<file path="src/design/hmc_pkt_pkg.sv">
// HMC packet definitions for request headers, commands, tail fields and the flit views
`default_nettype none

package hmc_pkt_pkg;

  // ---------------------------------------------------------------------------
  // Basic widths
  // ---------------------------------------------------------------------------
  localparam int FLIT_W = 128;
  // User address counts 32-byte blocks
  localparam int ADDR_W = 27;
  localparam int TAG_W  = 9;
  localparam int DATA_W = 256;

  // Request commands
  localparam logic [5:0] CMD_P_WR32 = 6'b011001;
  localparam logic [5:0] CMD_RD32   = 6'b110001;

  // Packet lengths in flits, also used for the duplicate length field
  localparam logic [3:0] LNG_WR32 = 4'd3;
  localparam logic [3:0] LNG_RD32 = 4'd1;

  // Posted writes get no response so the tag is fixed
  localparam logic [TAG_W-1:0] WR_TAG = 9'd1;

  // Error status position inside the response tail
  localparam int ERRSTAT_LSB = 20;
  localparam int ERRSTAT_W   = 7;

  // ---------------------------------------------------------------------------
  // Request header, MSB first
  // ---------------------------------------------------------------------------
  typedef struct packed {
    logic [2:0]       cub;
    logic [2:0]       res_hi;
    logic [33:0]      addr;     // 2 zero bits, user address, 5 zero bits
    logic [TAG_W-1:0] tag;
    logic [3:0]       dln;
    logic [3:0]       lng;
    logic             res_lo;
    logic [5:0]       cmd;
  } req_hdr_t;

  // Control view with header in the low half and tail in the high half
  typedef struct packed {
    logic [63:0] tail;
    req_hdr_t    hdr;
  } ctl_flit_t;

  // Header flits and data flits travel on the same lanes
  typedef union packed {
    ctl_flit_t         ctl;
    logic [FLIT_W-1:0] raw;
  } flit_u;

endpackage

`default_nettype wire
</file>
<file path="src/design/hmc_axi_pkg.sv">
// HMC AXI-stream definitions for the word layout, side-band flags and startup timing
`default_nettype none

package hmc_axi_pkg;

  // Four flits per 512-bit word
  localparam int FPW = 4;

  // Cycles with self-test done before requests may go out
  localparam int STARTUP_WAIT = 256;

  // ---------------------------------------------------------------------------
  // Side-band, one flag per flit in each nibble
  // ---------------------------------------------------------------------------
  typedef struct packed {
    logic [47:0]    rsvd;
    logic [3:0]     err_rsp;     // Error response from the controller
    logic [FPW-1:0] flit_tail;
    logic [FPW-1:0] flit_hdr;
    logic [FPW-1:0] flit_valid;
  } tuser_t;

  // Flit 0 sits in the lowest lanes and is processed first
  typedef struct packed {
    logic                           valid;
    hmc_pkt_pkg::flit_u [FPW-1:0]   data;
    tuser_t                         user;
  } axis_word_t;

  // One decoded read response
  typedef struct packed {
    logic                             valid;
    logic [hmc_pkt_pkg::TAG_W-1:0]    tag;
    logic [hmc_pkt_pkg::DATA_W-1:0]   data;
    logic [hmc_pkt_pkg::ERRSTAT_W-1:0] errstat;
  } rd_rsp_t;

endpackage

`default_nettype wire

</file>
<file path="src/design/hmc_flit_user.sv">
// HMC user packet engine top joining link startup, request packer and response unpacker
`timescale 1ns/1ps
`default_nettype none

module hmc_flit_user (
  input  logic                              CLK,
  input  logic                              RST,
  input  logic                              post_done_i,
  // Transmit stream toward the controller
  output hmc_axi_pkg::axis_word_t           tx_o,
  input  logic                              tx_ready_i,
  // Receive stream from the controller
  input  hmc_axi_pkg::axis_word_t           rx_i,
  output logic                              rx_ready_o,
  // User requests
  input  logic                              wr_req_i,
  input  logic [hmc_pkt_pkg::ADDR_W-1:0]    wr_addr_i,
  input  logic [hmc_pkt_pkg::DATA_W-1:0]    wr_data_i,
  input  logic                              rd_req_i,
  input  logic [hmc_pkt_pkg::ADDR_W-1:0]    rd_addr_i,
  input  logic [hmc_pkt_pkg::TAG_W-1:0]     rd_tag_i,
  output logic                              req_ready_o,
  // Read responses and controller error field
  output hmc_axi_pkg::rd_rsp_t              rsp_o,
  output logic [3:0]                        error_resp_o
);

  logic tx_enable;

  hmc_link_startup u_startup (
    .CLK         (CLK),
    .RST         (RST),
    .post_done_i (post_done_i),
    .tx_ready_i  (tx_ready_i),
    .tx_enable_o (tx_enable)
  );

  hmc_req_packer u_packer (
    .CLK         (CLK),
    .RST         (RST),
    .tx_enable_i (tx_enable),
    .tx_ready_i  (tx_ready_i),
    .wr_req_i    (wr_req_i),
    .wr_addr_i   (wr_addr_i),
    .wr_data_i   (wr_data_i),
    .rd_req_i    (rd_req_i),
    .rd_addr_i   (rd_addr_i),
    .rd_tag_i    (rd_tag_i),
    .tx_o        (tx_o),
    .req_ready_o (req_ready_o)
  );

  // Receive side runs independently of the transmit enable
  hmc_rsp_unpacker u_unpacker (
    .CLK          (CLK),
    .RST          (RST),
    .post_done_i  (post_done_i),
    .rx_i         (rx_i),
    .rx_ready_o   (rx_ready_o),
    .rsp_o        (rsp_o),
    .error_resp_o (error_resp_o)
  );

endmodule

`default_nettype wire

</file>
<file path="src/design/hmc_rsp_unpacker.sv">
// HMC response unpacker that extracts 32-byte read responses from any flit position
`timescale 1ns/1ps
`default_nettype none

module hmc_rsp_unpacker (
  input  logic                     CLK,
  input  logic                     RST,
  input  logic                     post_done_i,
  input  hmc_axi_pkg::axis_word_t  rx_i,
  output logic                     rx_ready_o,
  output hmc_axi_pkg::rd_rsp_t     rsp_o,
  output logic [3:0]               error_resp_o
);
  import hmc_pkt_pkg::*;
  import hmc_axi_pkg::*;

  flit_u [FPW-1:0] d;
  tuser_t          u;
  logic            active_q;
  logic            rx_ready_q;
  logic            dec_fire;
  logic            rsp_at0, rsp_at1, split_at2, split_at3, fin_at2, fin_at3;
  logic            double_rsp;
  logic            pend2_q, pend3_q;
  logic            hold_vld_q;
  rd_rsp_t         hold_rsp_q;
  rd_rsp_t         first_rsp;
  rd_rsp_t         rsp_q;
  logic [3:0]      err_q;
  // Saved header flit and following flit of a split response
  flit_u           part_f0, part_f1;

  // Header flit, middle flit and tail flit into one response
  function automatic rd_rsp_t pack_rsp(input flit_u hf, input flit_u mf, input flit_u tf);
    rd_rsp_t r;
    r.valid   = 1'b1;
    r.tag     = hf.ctl.hdr.tag;
    r.data    = {tf.raw[63:0], mf.raw, hf.raw[127:64]};
    r.errstat = tf.ctl.tail[ERRSTAT_LSB +: ERRSTAT_W];
    return r;
  endfunction

  assign d = rx_i.data;
  assign u = rx_i.user;

  // Decode only accepted words once self-test has been seen
  assign dec_fire = rx_i.valid & rx_ready_q & active_q;

  // ---------------------------------------------------------------------------
  // Flit position matching
  // ---------------------------------------------------------------------------
  // Complete response in flits 0 to 2
  assign rsp_at0 = dec_fire && u.flit_tail[2:0] == 3'b100 && u.flit_hdr[2:0] == 3'b001
                   && u.flit_valid[2:0] == 3'b111;
  // Complete response in flits 1 to 3
  assign rsp_at1 = dec_fire && u.flit_tail[3:1] == 3'b100 && u.flit_hdr[3:1] == 3'b001
                   && u.flit_valid[3:1] == 3'b111;
  // Header at flit 2, tail in the next word
  assign split_at2 = dec_fire && u.flit_tail[3:2] == 2'b00 && u.flit_hdr[3:2] == 2'b01
                     && u.flit_valid[3:2] == 2'b11;
  // Header at flit 3, two more flits in the next word
  assign split_at3 = dec_fire && !u.flit_tail[3] && u.flit_hdr[3] && u.flit_valid[3];
  // Tail of a flit-2 split in flit 0
  assign fin_at2 = dec_fire && pend2_q && u.flit_tail[0] && !u.flit_hdr[0]
                   && u.flit_valid[0];
  // Data and tail of a flit-3 split in flits 0 and 1
  assign fin_at3 = dec_fire && pend3_q && u.flit_tail[1:0] == 2'b10
                   && u.flit_hdr[1:0] == 2'b00 && u.flit_valid[1:0] == 2'b11;

  // Split tail plus a full response in one word
  assign double_rsp = fin_at2 & rsp_at1;

  // Completed split has priority, the flit-1 response then waits in the hold register
  always_comb begin
    first_rsp = '0;
    if (fin_at2) begin
      first_rsp = pack_rsp(part_f0, part_f1, d[0]);
    end else if (fin_at3) begin
      first_rsp = pack_rsp(part_f0, d[0], d[1]);
    end else if (rsp_at0) begin
      first_rsp = pack_rsp(d[0], d[1], d[2]);
    end else if (rsp_at1) begin
      first_rsp = pack_rsp(d[1], d[2], d[3]);
    end
  end

  // ---------------------------------------------------------------------------
  // Control and output registers
  // ---------------------------------------------------------------------------
  always_ff @(posedge CLK) begin
    if (RST) begin
      active_q   <= 1'b0;
      rx_ready_q <= 1'b0;
      pend2_q    <= 1'b0;
      pend3_q    <= 1'b0;
      hold_vld_q <= 1'b0;
      rsp_q      <= '0;
      err_q      <= '0;
    end else begin
      active_q   <= active_q | post_done_i;
      rx_ready_q <= 1'b1;
      hold_vld_q <= 1'b0;
      rsp_q.valid <= 1'b0;
      if (dec_fire) begin
        err_q <= u.err_rsp;
      end
      if (hold_vld_q) begin
        rsp_q <= hold_rsp_q;
      end else if (first_rsp.valid) begin
        rsp_q <= first_rsp;
      end
      // Stall the link one cycle to drain the second response
      if (double_rsp) begin
        hold_vld_q <= 1'b1;
        rx_ready_q <= 1'b0;
      end
      // A new split start re-arms even when a split finishes in the same word
      if (split_at2) begin
        pend2_q <= 1'b1;
        pend3_q <= 1'b0;
      end else if (split_at3) begin
        pend3_q <= 1'b1;
        pend2_q <= 1'b0;
      end else begin
        if (fin_at2) pend2_q <= 1'b0;
        if (fin_at3) pend3_q <= 1'b0;
      end
    end
  end

  // Partial flits and the held response
  always_ff @(posedge CLK) begin
    if (split_at2) begin
      part_f0 <= d[2];
      part_f1 <= d[3];
    end else if (split_at3) begin
      part_f0 <= d[3];
    end
    if (double_rsp) begin
      hold_rsp_q <= pack_rsp(d[1], d[2], d[3]);
    end
  end

  assign rx_ready_o   = rx_ready_q;
  assign rsp_o        = rsp_q;
  assign error_resp_o = err_q;

endmodule

`default_nettype wire

</file>
<file path="src/design/hmc_req_packer.sv">
// HMC request packer that places posted-write and read flits into one transmit word
`timescale 1ns/1ps
`default_nettype none

module hmc_req_packer (
  input  logic                              CLK,
  input  logic                              RST,
  input  logic                              tx_enable_i,
  input  logic                              tx_ready_i,
  input  logic                              wr_req_i,
  input  logic [hmc_pkt_pkg::ADDR_W-1:0]    wr_addr_i,
  input  logic [hmc_pkt_pkg::DATA_W-1:0]    wr_data_i,
  input  logic                              rd_req_i,
  input  logic [hmc_pkt_pkg::ADDR_W-1:0]    rd_addr_i,
  input  logic [hmc_pkt_pkg::TAG_W-1:0]     rd_tag_i,
  output hmc_axi_pkg::axis_word_t           tx_o,
  output logic                              req_ready_o
);
  import hmc_pkt_pkg::*;
  import hmc_axi_pkg::*;

  axis_word_t tx_q;
  logic       req_ready_q;

  // Request header with cube and reserved bits at zero
  function automatic req_hdr_t build_hdr(
    input logic [ADDR_W-1:0] addr,
    input logic [TAG_W-1:0]  tag,
    input logic [3:0]        lng,
    input logic [5:0]        cmd
  );
    req_hdr_t h;
    h      = '0;
    // Address in 32-byte units, upper two bits reserved
    h.addr = {2'b00, addr, 5'b00000};
    h.tag  = tag;
    h.dln  = lng;
    h.lng  = lng;
    h.cmd  = cmd;
    return h;
  endfunction

  // ---------------------------------------------------------------------------
  // Transmit word, one cycle after the request
  // ---------------------------------------------------------------------------
  always_ff @(posedge CLK) begin
    if (RST) begin
      tx_q        <= '0;
      req_ready_q <= 1'b0;
    end else begin
      // Idle cycles send an all-zero word
      tx_q        <= '0;
      req_ready_q <= tx_enable_i & tx_ready_i;
      if (tx_enable_i) begin
        tx_q.valid <= wr_req_i | rd_req_i;
        // Posted write fills flits 0 to 2
        if (wr_req_i) begin
          tx_q.data[0].raw <= {wr_data_i[63:0],
                               build_hdr(wr_addr_i, WR_TAG, LNG_WR32, CMD_P_WR32)};
          tx_q.data[1].raw <= wr_data_i[191:64];
          // Zero tail above the last data bits
          tx_q.data[2].raw <= {64'd0, wr_data_i[255:192]};
          tx_q.user.flit_valid[2:0] <= 3'b111;
          tx_q.user.flit_hdr[0]     <= 1'b1;
          tx_q.user.flit_tail[2]    <= 1'b1;
        end
        // Read is a single flit in flit 3
        if (rd_req_i) begin
          tx_q.data[3].ctl.hdr  <= build_hdr(rd_addr_i, rd_tag_i, LNG_RD32, CMD_RD32);
          tx_q.data[3].ctl.tail <= '0;
          tx_q.user.flit_valid[3] <= 1'b1;
          tx_q.user.flit_hdr[3]   <= 1'b1;
          tx_q.user.flit_tail[3]  <= 1'b1;
        end
      end
    end
  end

  assign tx_o        = tx_q;
  // Follows controller ready one cycle late
  assign req_ready_o = req_ready_q;

endmodule

`default_nettype wire

</file>
<file path="src/design/hmc_link_startup.sv">
// HMC link startup that waits for self-test and settling, then enables requests
`timescale 1ns/1ps
`default_nettype none

module hmc_link_startup (
  input  logic CLK,
  input  logic RST,
  input  logic post_done_i,
  input  logic tx_ready_i,
  output logic tx_enable_o
);
  import hmc_axi_pkg::*;

  typedef enum logic [1:0] {
    ST_SETTLE,
    ST_WAIT_RDY,
    ST_ACTIVE
  } state_t;

  state_t                            state_q;
  logic [$clog2(STARTUP_WAIT)-1:0]   settle_cnt_q;
  logic                              settle_done;

  // Last settle cycle, counting only cycles with self-test done
  assign settle_done = post_done_i && (32'(settle_cnt_q) == STARTUP_WAIT - 1);

  always_ff @(posedge CLK) begin
    if (RST) begin
      state_q      <= ST_SETTLE;
      settle_cnt_q <= '0;
    end else begin
      case (state_q)
        ST_SETTLE: begin
          if (post_done_i) begin
            settle_cnt_q <= settle_cnt_q + 1'b1;
          end
          if (settle_done) begin
            state_q <= ST_WAIT_RDY;
          end
        end
        // Controller must show ready once before the first request
        ST_WAIT_RDY: begin
          if (tx_ready_i) begin
            state_q <= ST_ACTIVE;
          end
        end
        ST_ACTIVE: state_q <= ST_ACTIVE;
        default:   state_q <= ST_SETTLE;
      endcase
    end
  end

  // Stays high until reset
  assign tx_enable_o = (state_q == ST_ACTIVE);

endmodule

`default_nettype wire

</file>
<file path="config.mk">
export PLATFORM = sky130hd
export DESIGN_NAME = hmc_flit_user
export DESIGN_NICKNAME = d
export VERILOG_FILES = /design/src/design/hmc_pkt_pkg.sv /design/src/design/hmc_axi_pkg.sv /design/src/design/hmc_flit_user.sv /design/src/design/hmc_rsp_unpacker.sv /design/src/design/hmc_req_packer.sv /design/src/design/hmc_link_startup.sv
export SDC_FILE = /design/constraint.sdc
export NUM_CORES = 2
export LEC_CHECK = 0
export BUFFER_PORTS_ARGS = -buffer_cell sky130_fd_sc_hd__clkbuf_2
export CORE_AREA = 2 2 686 688
export CTS_BUF_LIST = sky130_fd_sc_hd__clkbuf_16
export DETAILED_ROUTE_END_ITERATION = 10
export DIE_AREA = 0 0 688 690
export PLACE_DENSITY_LB_ADDON = 0.15
export REMOVE_ABC_BUFFERS = 1
export SETUP_SLACK_MARGIN = 0.02
export SLEW_MARGIN = 20
export SYNTH_ARGS = -nofsm -noshare
export SYNTH_HDL_FRONTEND = slang
export SYNTH_SLANG_ARGS = --single-unit
</file>
<file path="constraint.sdc">
create_clock -name CLK -period 14.3 [get_ports CLK]
set_input_delay 1.43 -clock CLK [delete_from_list [all_inputs] [get_ports CLK]]
set_output_delay 1.43 -clock CLK [all_outputs]
set_load 0.02 [all_outputs]
</file>
# == Yosys cells after proc, flatten, opt, wreduce, memory -nomap -nowiden ==
# Index checks and enable logic that the tools add are counted.
# classes
addsub,1
n_mul,0
n_div,0
magnitude_cmp,0
eq_ne,15
shifts,0
muxes,23
bitwise_logic,9
reduce_logical,36
# op_table
op,n
$mux 273,6
$mux 128,2
$logic_and 1x1->1,21
$mux 16,1
$eq 3x3->1 const B,4
$mux 12,1
$mux 1,9
$add 8x1->8 const B,1
$eq 2x2->1 const B,4
$eq 8x8->1 const B,1
$eq 3x1->1 const B,2
$logic_not 2->1,3
$pmux 2 s3,1
$reduce_bool 2->1,3
$reduce_or 3->1,2
$and 1x1->1,4
$eq 2x1->1 const B,2
$mux 2,2
$reduce_and 2->1,2
$reduce_or 2->1,2
$mux 3,1
$not 1->1,3
$reduce_bool 3->1,1
$logic_not 1->1,2
3 further kinds,4
# word_totals
ff_bits,1344
latch_bits,0
ram_bits,0
rom_bits,0
input_bits,902
output_inout_bits,856
word_cells,114
memories,0

# == Longest topological paths before layout ==
# depth
word_depth,11
ltp_mapped,10

# == Cells and area by module ==
# Synthesis repeated with hierarchy kept, for this count alone.
# unflattened
hier_cells,3643
hier_area_um2,43309.0
# modules_own_cells
module,instances,cells_per_inst,area_per_inst_um2
hmc_rsp_unpacker,1,2636,31955.6
hmc_req_packer,1,943,10787.8
hmc_link_startup,1,64,565.5

# == Worst setup path after synthesis ==
# No wires, ideal clock.
# synth_timing
path_kind,input-to-reg
start,input rx_i[4] (netlist bit)
end,"register u_unpacker.hold_rsp_q[0] (netlist bit), enable pin"
setup_time_ns,0.913
arrival_ns,13.782
required_ns,13.387
path_slack_ns,-0.395
stages,6
path_cell_list,and4b_1 > clkbuf_1 > nand2_1 > clkbuf_1 > clkbuf_1 > nor2_1
# synth_between
elab_chain_cells,4
# synth_rtl
item,line_no,source
start: declaration,hmc_flit_user.sv:13,"input hmc_axi_pkg::axis_word_t rx_i,"
$logic_not 1->1,hmc_rsp_unpacker.sv:64,assign fin_at2 = dec_fire && pend2_q && u.flit_tail[0] && !u.flit_hdr[0]
$logic_and 1x1->1,hmc_rsp_unpacker.sv:64,
$logic_and 1x1->1,hmc_rsp_unpacker.sv:65,&& u.flit_valid[0];
$and 1x1->1,hmc_rsp_unpacker.sv:71,assign double_rsp = fin_at2 & rsp_at1;
via u_unpacker.double_rsp,hmc_rsp_unpacker.sv:23,logic double_rsp;
end signal: assignment,hmc_rsp_unpacker.sv:140,"hold_rsp_q <= pack_rsp(d[1], d[2], d[3]);"
end: declaration,hmc_rsp_unpacker.sv:26,rd_rsp_t hold_rsp_q;
# The timed path passes the listed nets, and every way through them passes these cells.
# A chain may end at the register's enable or synchronous reset.

# == Worst setup path in the final report ==
# layout_timing
start,input rx_i[4] (netlist bit)
end,"register u_unpacker.hold_rsp_q[206] (netlist bit), enable pin"
# Same word-level chain as after synthesis.

==> results.md <==
Die:
- The overall die width is 688 um.
- The standard-cell row count is 251.
- The initial core utilization is 0.0969.
- During I/O placement, the number of pins put on the boundary was 1758.
- The area of the core is 467000 sq um.
- The die covers 475000 sq um.
- The floorplan step set the die height to 690 um.

Yosys:
- In this run, distinct cell masters in the synthesized netlist total 54.
- Measured against the total synthesized area, the mux share comes to 0.0549.
- Counting flops with a built-in enable in the synthesized netlist gives 473.
- In this run, synthesis produced a sequential element count of 1088.
- The warning count from the yosys run is 0.
- The synthesized area per cell is 11.8 sq um.
- The count of mapped cells out of synthesis is 3827.
- The post-synthesis adder-cell area fraction is 0.00138.
- The largest family of logic cells by synthesized area is compound AO/OA/AOI/OAI gates.
- Of the total synthesized cell area, the portion taken by XOR and XNOR cells is 0.00136.
- The simple-gate share of the synthesized area is 0.106.
- The flip-flop cell with the highest count after synthesis is sky130_fd_sc_hd__dfxtp_1.
- The summed instance area of the synthesized netlist is 45200 sq um.
- The share of async-settable or async-resettable flops after synthesis is 0.
- The complex-gate fraction of the synthesized area is 0.174.
- The sequential-to-total area share from yosys stat is 0.586.

Clock network:
- The clock reaches the later pin of the worst-skew pair after 0.89 ns.
- The maximum clock insertion buffer count is 4.
- The register clock-pin slew on the reported worst setup and hold paths is 0.06 ns.
- The post-CTS setup repair buffer count is 0.
- The total CTS buffers is 162.
- The TritonCTS clock tree is done.
- The clock net sink count is 1088.
- The cts-stage hold buffer count is 0.
- In this run the number of H-tree levels came out at 4.
- The number of gates resized after CTS was 0.
- In this run the clock root is driven by a sky130_fd_sc_hd__clkbuf_16.

Setup path:
- Traced cell by cell, the critical path runs through clkbuf_2 > and4b_4 > nand2_4 > nor2_4 > buf_4 > buf_12 > buf_4.
- STA classifies the critical path endpoint as a register.
- In this run the critical register-to-register path is launched from u_unpacker.active_q.
- In this run the worst setup path begins at rx_i[4].
- At the worst endpoint, the required time is 14.73 ns.
- The cell that appears most often on the critical path is sky130_fd_sc_hd__buf_4.
- The kind of critical path is in2reg.
- In this design, the stage delay of the slowest critical-path cell is 0.84 ns.
- The number of cells traversed by the worst register-to-register path is 6.
- At the worst endpoint, the arrival time is 5.58 ns.
- The worst reg-to-reg setup slack is 9.47 ns.
- The endpoint of the worst register-to-register path is u_unpacker.hold_rsp_q[206].
- The peak fanout along the critical path is 74.
- Following the worst setup path forward leads to its endpoint at u_unpacker.hold_rsp_q[206].
- The cell at the slowest stage of the critical path is sky130_fd_sc_hd__buf_4.
- The kind of start point of the critical path is an input port.

Finish:
- The synthesis-to-finish area growth is 41.6%.
- Once layout is done, the placed cells without fillers occupy 64100 sq um.
- For this run, the share of the core covered by cells in the final layout is 0.137.
- In the layout the commonest cells are sky130_fd_sc_hd__clkbuf_2, sky130_fd_sc_hd__dfxtp_1, sky130_fd_sc_hd__edfxtp_1.
- In the final layout, the share of cells above drive strength 1 is 0.380.
- For this run, the number of standard cells in the final layout without fillers is 11.5k.
- The layout net count is 6048.
- The most common cell after layout, fill and taps aside is sky130_fd_sc_hd__clkbuf_2.

Pwr:
- In this run the power density over the cells is 119 nW/um^2.
- In this run the static leakage power is 25.3 nW.
- The maximum vdd drop is 87.4 uV.

GRT:
- The global-route congestion overflow total is 0.
- The first-pass GRT wire length is 448000 um.
- The number of antenna violations at the first check in global routing came to 268.
- For this run, the total global-route usage over all layers was measured as 0.143.
- The pin count of the biggest net entering global routing is 163.
- The number of global-route vias before repair is 39.2k.

STA:
- The post-layout minimum cycle time is 5.15 ns.
- Setup repair after global routing left no endpoint under its margin.
- The number of max-slew violations in the final report was 0.
- Setup violations remaining at the end of the flow were counted as 0.
- Derived from the worst setup path, the maximum achievable clock frequency is 194 MHz.
- Clock skew on the completed layout was measured at 0.0864 ns.
- The final cycle utilization of the critical path is 0.360.
- The relative slew slack is 0.209.
- The count of final hold-check violations is 0.
- Hold is met by 0.444 ns.
- For the pin with the worst max-slew slack, the measured transition is 1.19 ns.

Drt:
- For this run, design rule violations remaining after detail routing come to 0.
- The total detailed-routing wirelength is 355000 um.
- The length of the first detailed-routing pass in iterations is 8.
- Dividing the detail-routed wire length by the instance count gives 30.7 um.
- Dividing the detail-routed via count by the number of cells gives 3.54.
- The count of vias placed by the detailed router is 40.8k.
- The detailed router finished its first iteration with 3997 violations.
- In this run the remaining antenna-violating nets after routing total 0.

Hold path:
- The startpoint identified for the worst hold timing path is u_unpacker.hold_rsp_q[60].
- The class of the tightest hold or removal check is reg2reg.

Place:
- The wire-length estimate of the detail-placed layout is 259000 um.
- Port buffering added 1473 buffers.
- The placed standard-cell area is 58800 sq um.
- The routability-driven placement congestion ratio is 0.955.
- In this run, placement finished with an instance count of 11.2k.

Run status:
- The run finished with clean final reports.

Job:
- Max-cap violations in this run came to 0.
[registers in the layout (all words and copies together) (netlist names)]
register                 count
u_packer.req_ready_o         1
u_packer.tx_o              322
u_startup.settle_cnt_q       8
u_startup.state_q            2
u_unpacker.active_q          1
u_unpacker.error_resp_o      4
u_unpacker.hold_rsp_q      272
u_unpacker.hold_vld_q        1
u_unpacker.part_f0          73
u_unpacker.part_f1         128
u_unpacker.pend2_q           1
u_unpacker.pend3_q           1
u_unpacker.rsp_o           273
u_unpacker.rx_ready_o        1
[cell type report]
cell class                 instances  area [sq um]
antenna                           75           188
clock buffer                     165          4130
clock inverter                   125           936
fill                           52900        403000
inverter                           5          26.3
multi-input combinational       2320         16300
sequential                      1088         26500
tap                             6198          7750
timing repair buffer            1564          8200
[power by group]
group | internal [W] | switching, W | total (W)
registers | 0.00324 | 0.00000143 | 0.00324
logic | 0.000119 | 0.000237 | 0.000356
clock network | 0.00231 | 0.00173 | 0.00403
total | 0.00567 | 0.00196 | 0.00763
[metal layers]
metal  vias up  share of wire  GRT usage
met5         -         0.0013          0
met4        70          0.024     0.0319
met3       591          0.075     0.0348
met2      2320           0.45      0.228
met1     20800           0.45      0.192
li1      17100              -          -
[how the worst min path moves through the flow]
stage / endpoint / slack (ns) / cells past startpoint
floorplan: u_unpacker.rsp_o[10] / 0.42 / 2
finish: u_unpacker.rsp_o[60] / 0.44 / 2
CTS: u_unpacker.rsp_o[37] / 0.44 / 2
detailed placement: u_unpacker.rsp_o[67] / 0.43 / 2
global route: u_unpacker.rsp_o[51] / 0.47 / 2
global placement: u_unpacker.rsp_o[14] / 0.43 / 2
[stage by stage]
| stage | setup TNS [ns] | total power (W) | setup WS (ns) |
|---|---|---|---|
| after floorplan | -1992.87 | 0.00341 | -5.09 |
| after global placement | 0 | 0.00366 | 8.04 |
| after detailed placement | 0 | 0.00366 | 8.09 |
| after CTS | 0 | 0.00782 | 9.01 |
| after global routing | 0 | 0.00793 | 8.90 |
| final | 0 | 0.00763 | 9.15 |
[worst max-delay path, delay by kind of cell]
kind	cells	cell delay (ns)
buffers and inverters	4	2.22
and+or+nand+nor	3	1.70
[cells in the mapped netlist (all sizes together) (2+ instances only)]
cell type / instances / area share
o31a: 13 / 0.0025
inv: 5 / 0.00041
buf: 304 / 0.047
a21oi: 16 / 0.0018
o2bb2ai: 73 / 0.014
edfxtp: 473 / 0.31
mux2: 199 / 0.050
o21ai: 150 / 0.017
a32oi: 181 / 0.035
dfxtp: 615 / 0.27
clkbuf: 345 / 0.029
a22oi: 9 / 0.0015
xnor2: 3 / 0.00058
nand2: 82 / 0.0068
a221oi: 199 / 0.039
a31oi: 5 / 0.00069
mux2i: 24 / 0.0053
nand2b: 13 / 0.0018
and4b: 2 / 0.00044
and2: 5 / 0.00069
or2: 4 / 0.00055
xor2: 4 / 0.00077
nand3: 12 / 0.0014
or4: 6 / 0.0010
a21o: 51 / 0.0085
o22ai: 8 / 0.0011
and3: 321 / 0.044
nor2: 222 / 0.018
a32o: 13 / 0.0029
o32ai: 190 / 0.037
a22o: 9 / 0.0017
a222oi: 51 / 0.011
nor3b: 2 / 0.00033
ha: 5 / 0.0014
nor2b: 197 / 0.027
nand4b: 5 / 0.00097
[cells by family (layout without fill, tap and decap cells)]
family / Yosys count / count (layout)
flip-flops: 1088 / 1088
AO/OA/AOI/OAI: 972 / 972
AND/OR/NAND/NOR: 877 / 877
buffers and inverters: 654 / 1859
multiplexers: 223 / 223
XOR/XNOR: 7 / 7
adder cells (fa/ha/maj): 5 / 5
other: 1 / 311
No activity file was read; power rests on OpenSTA's default activity.
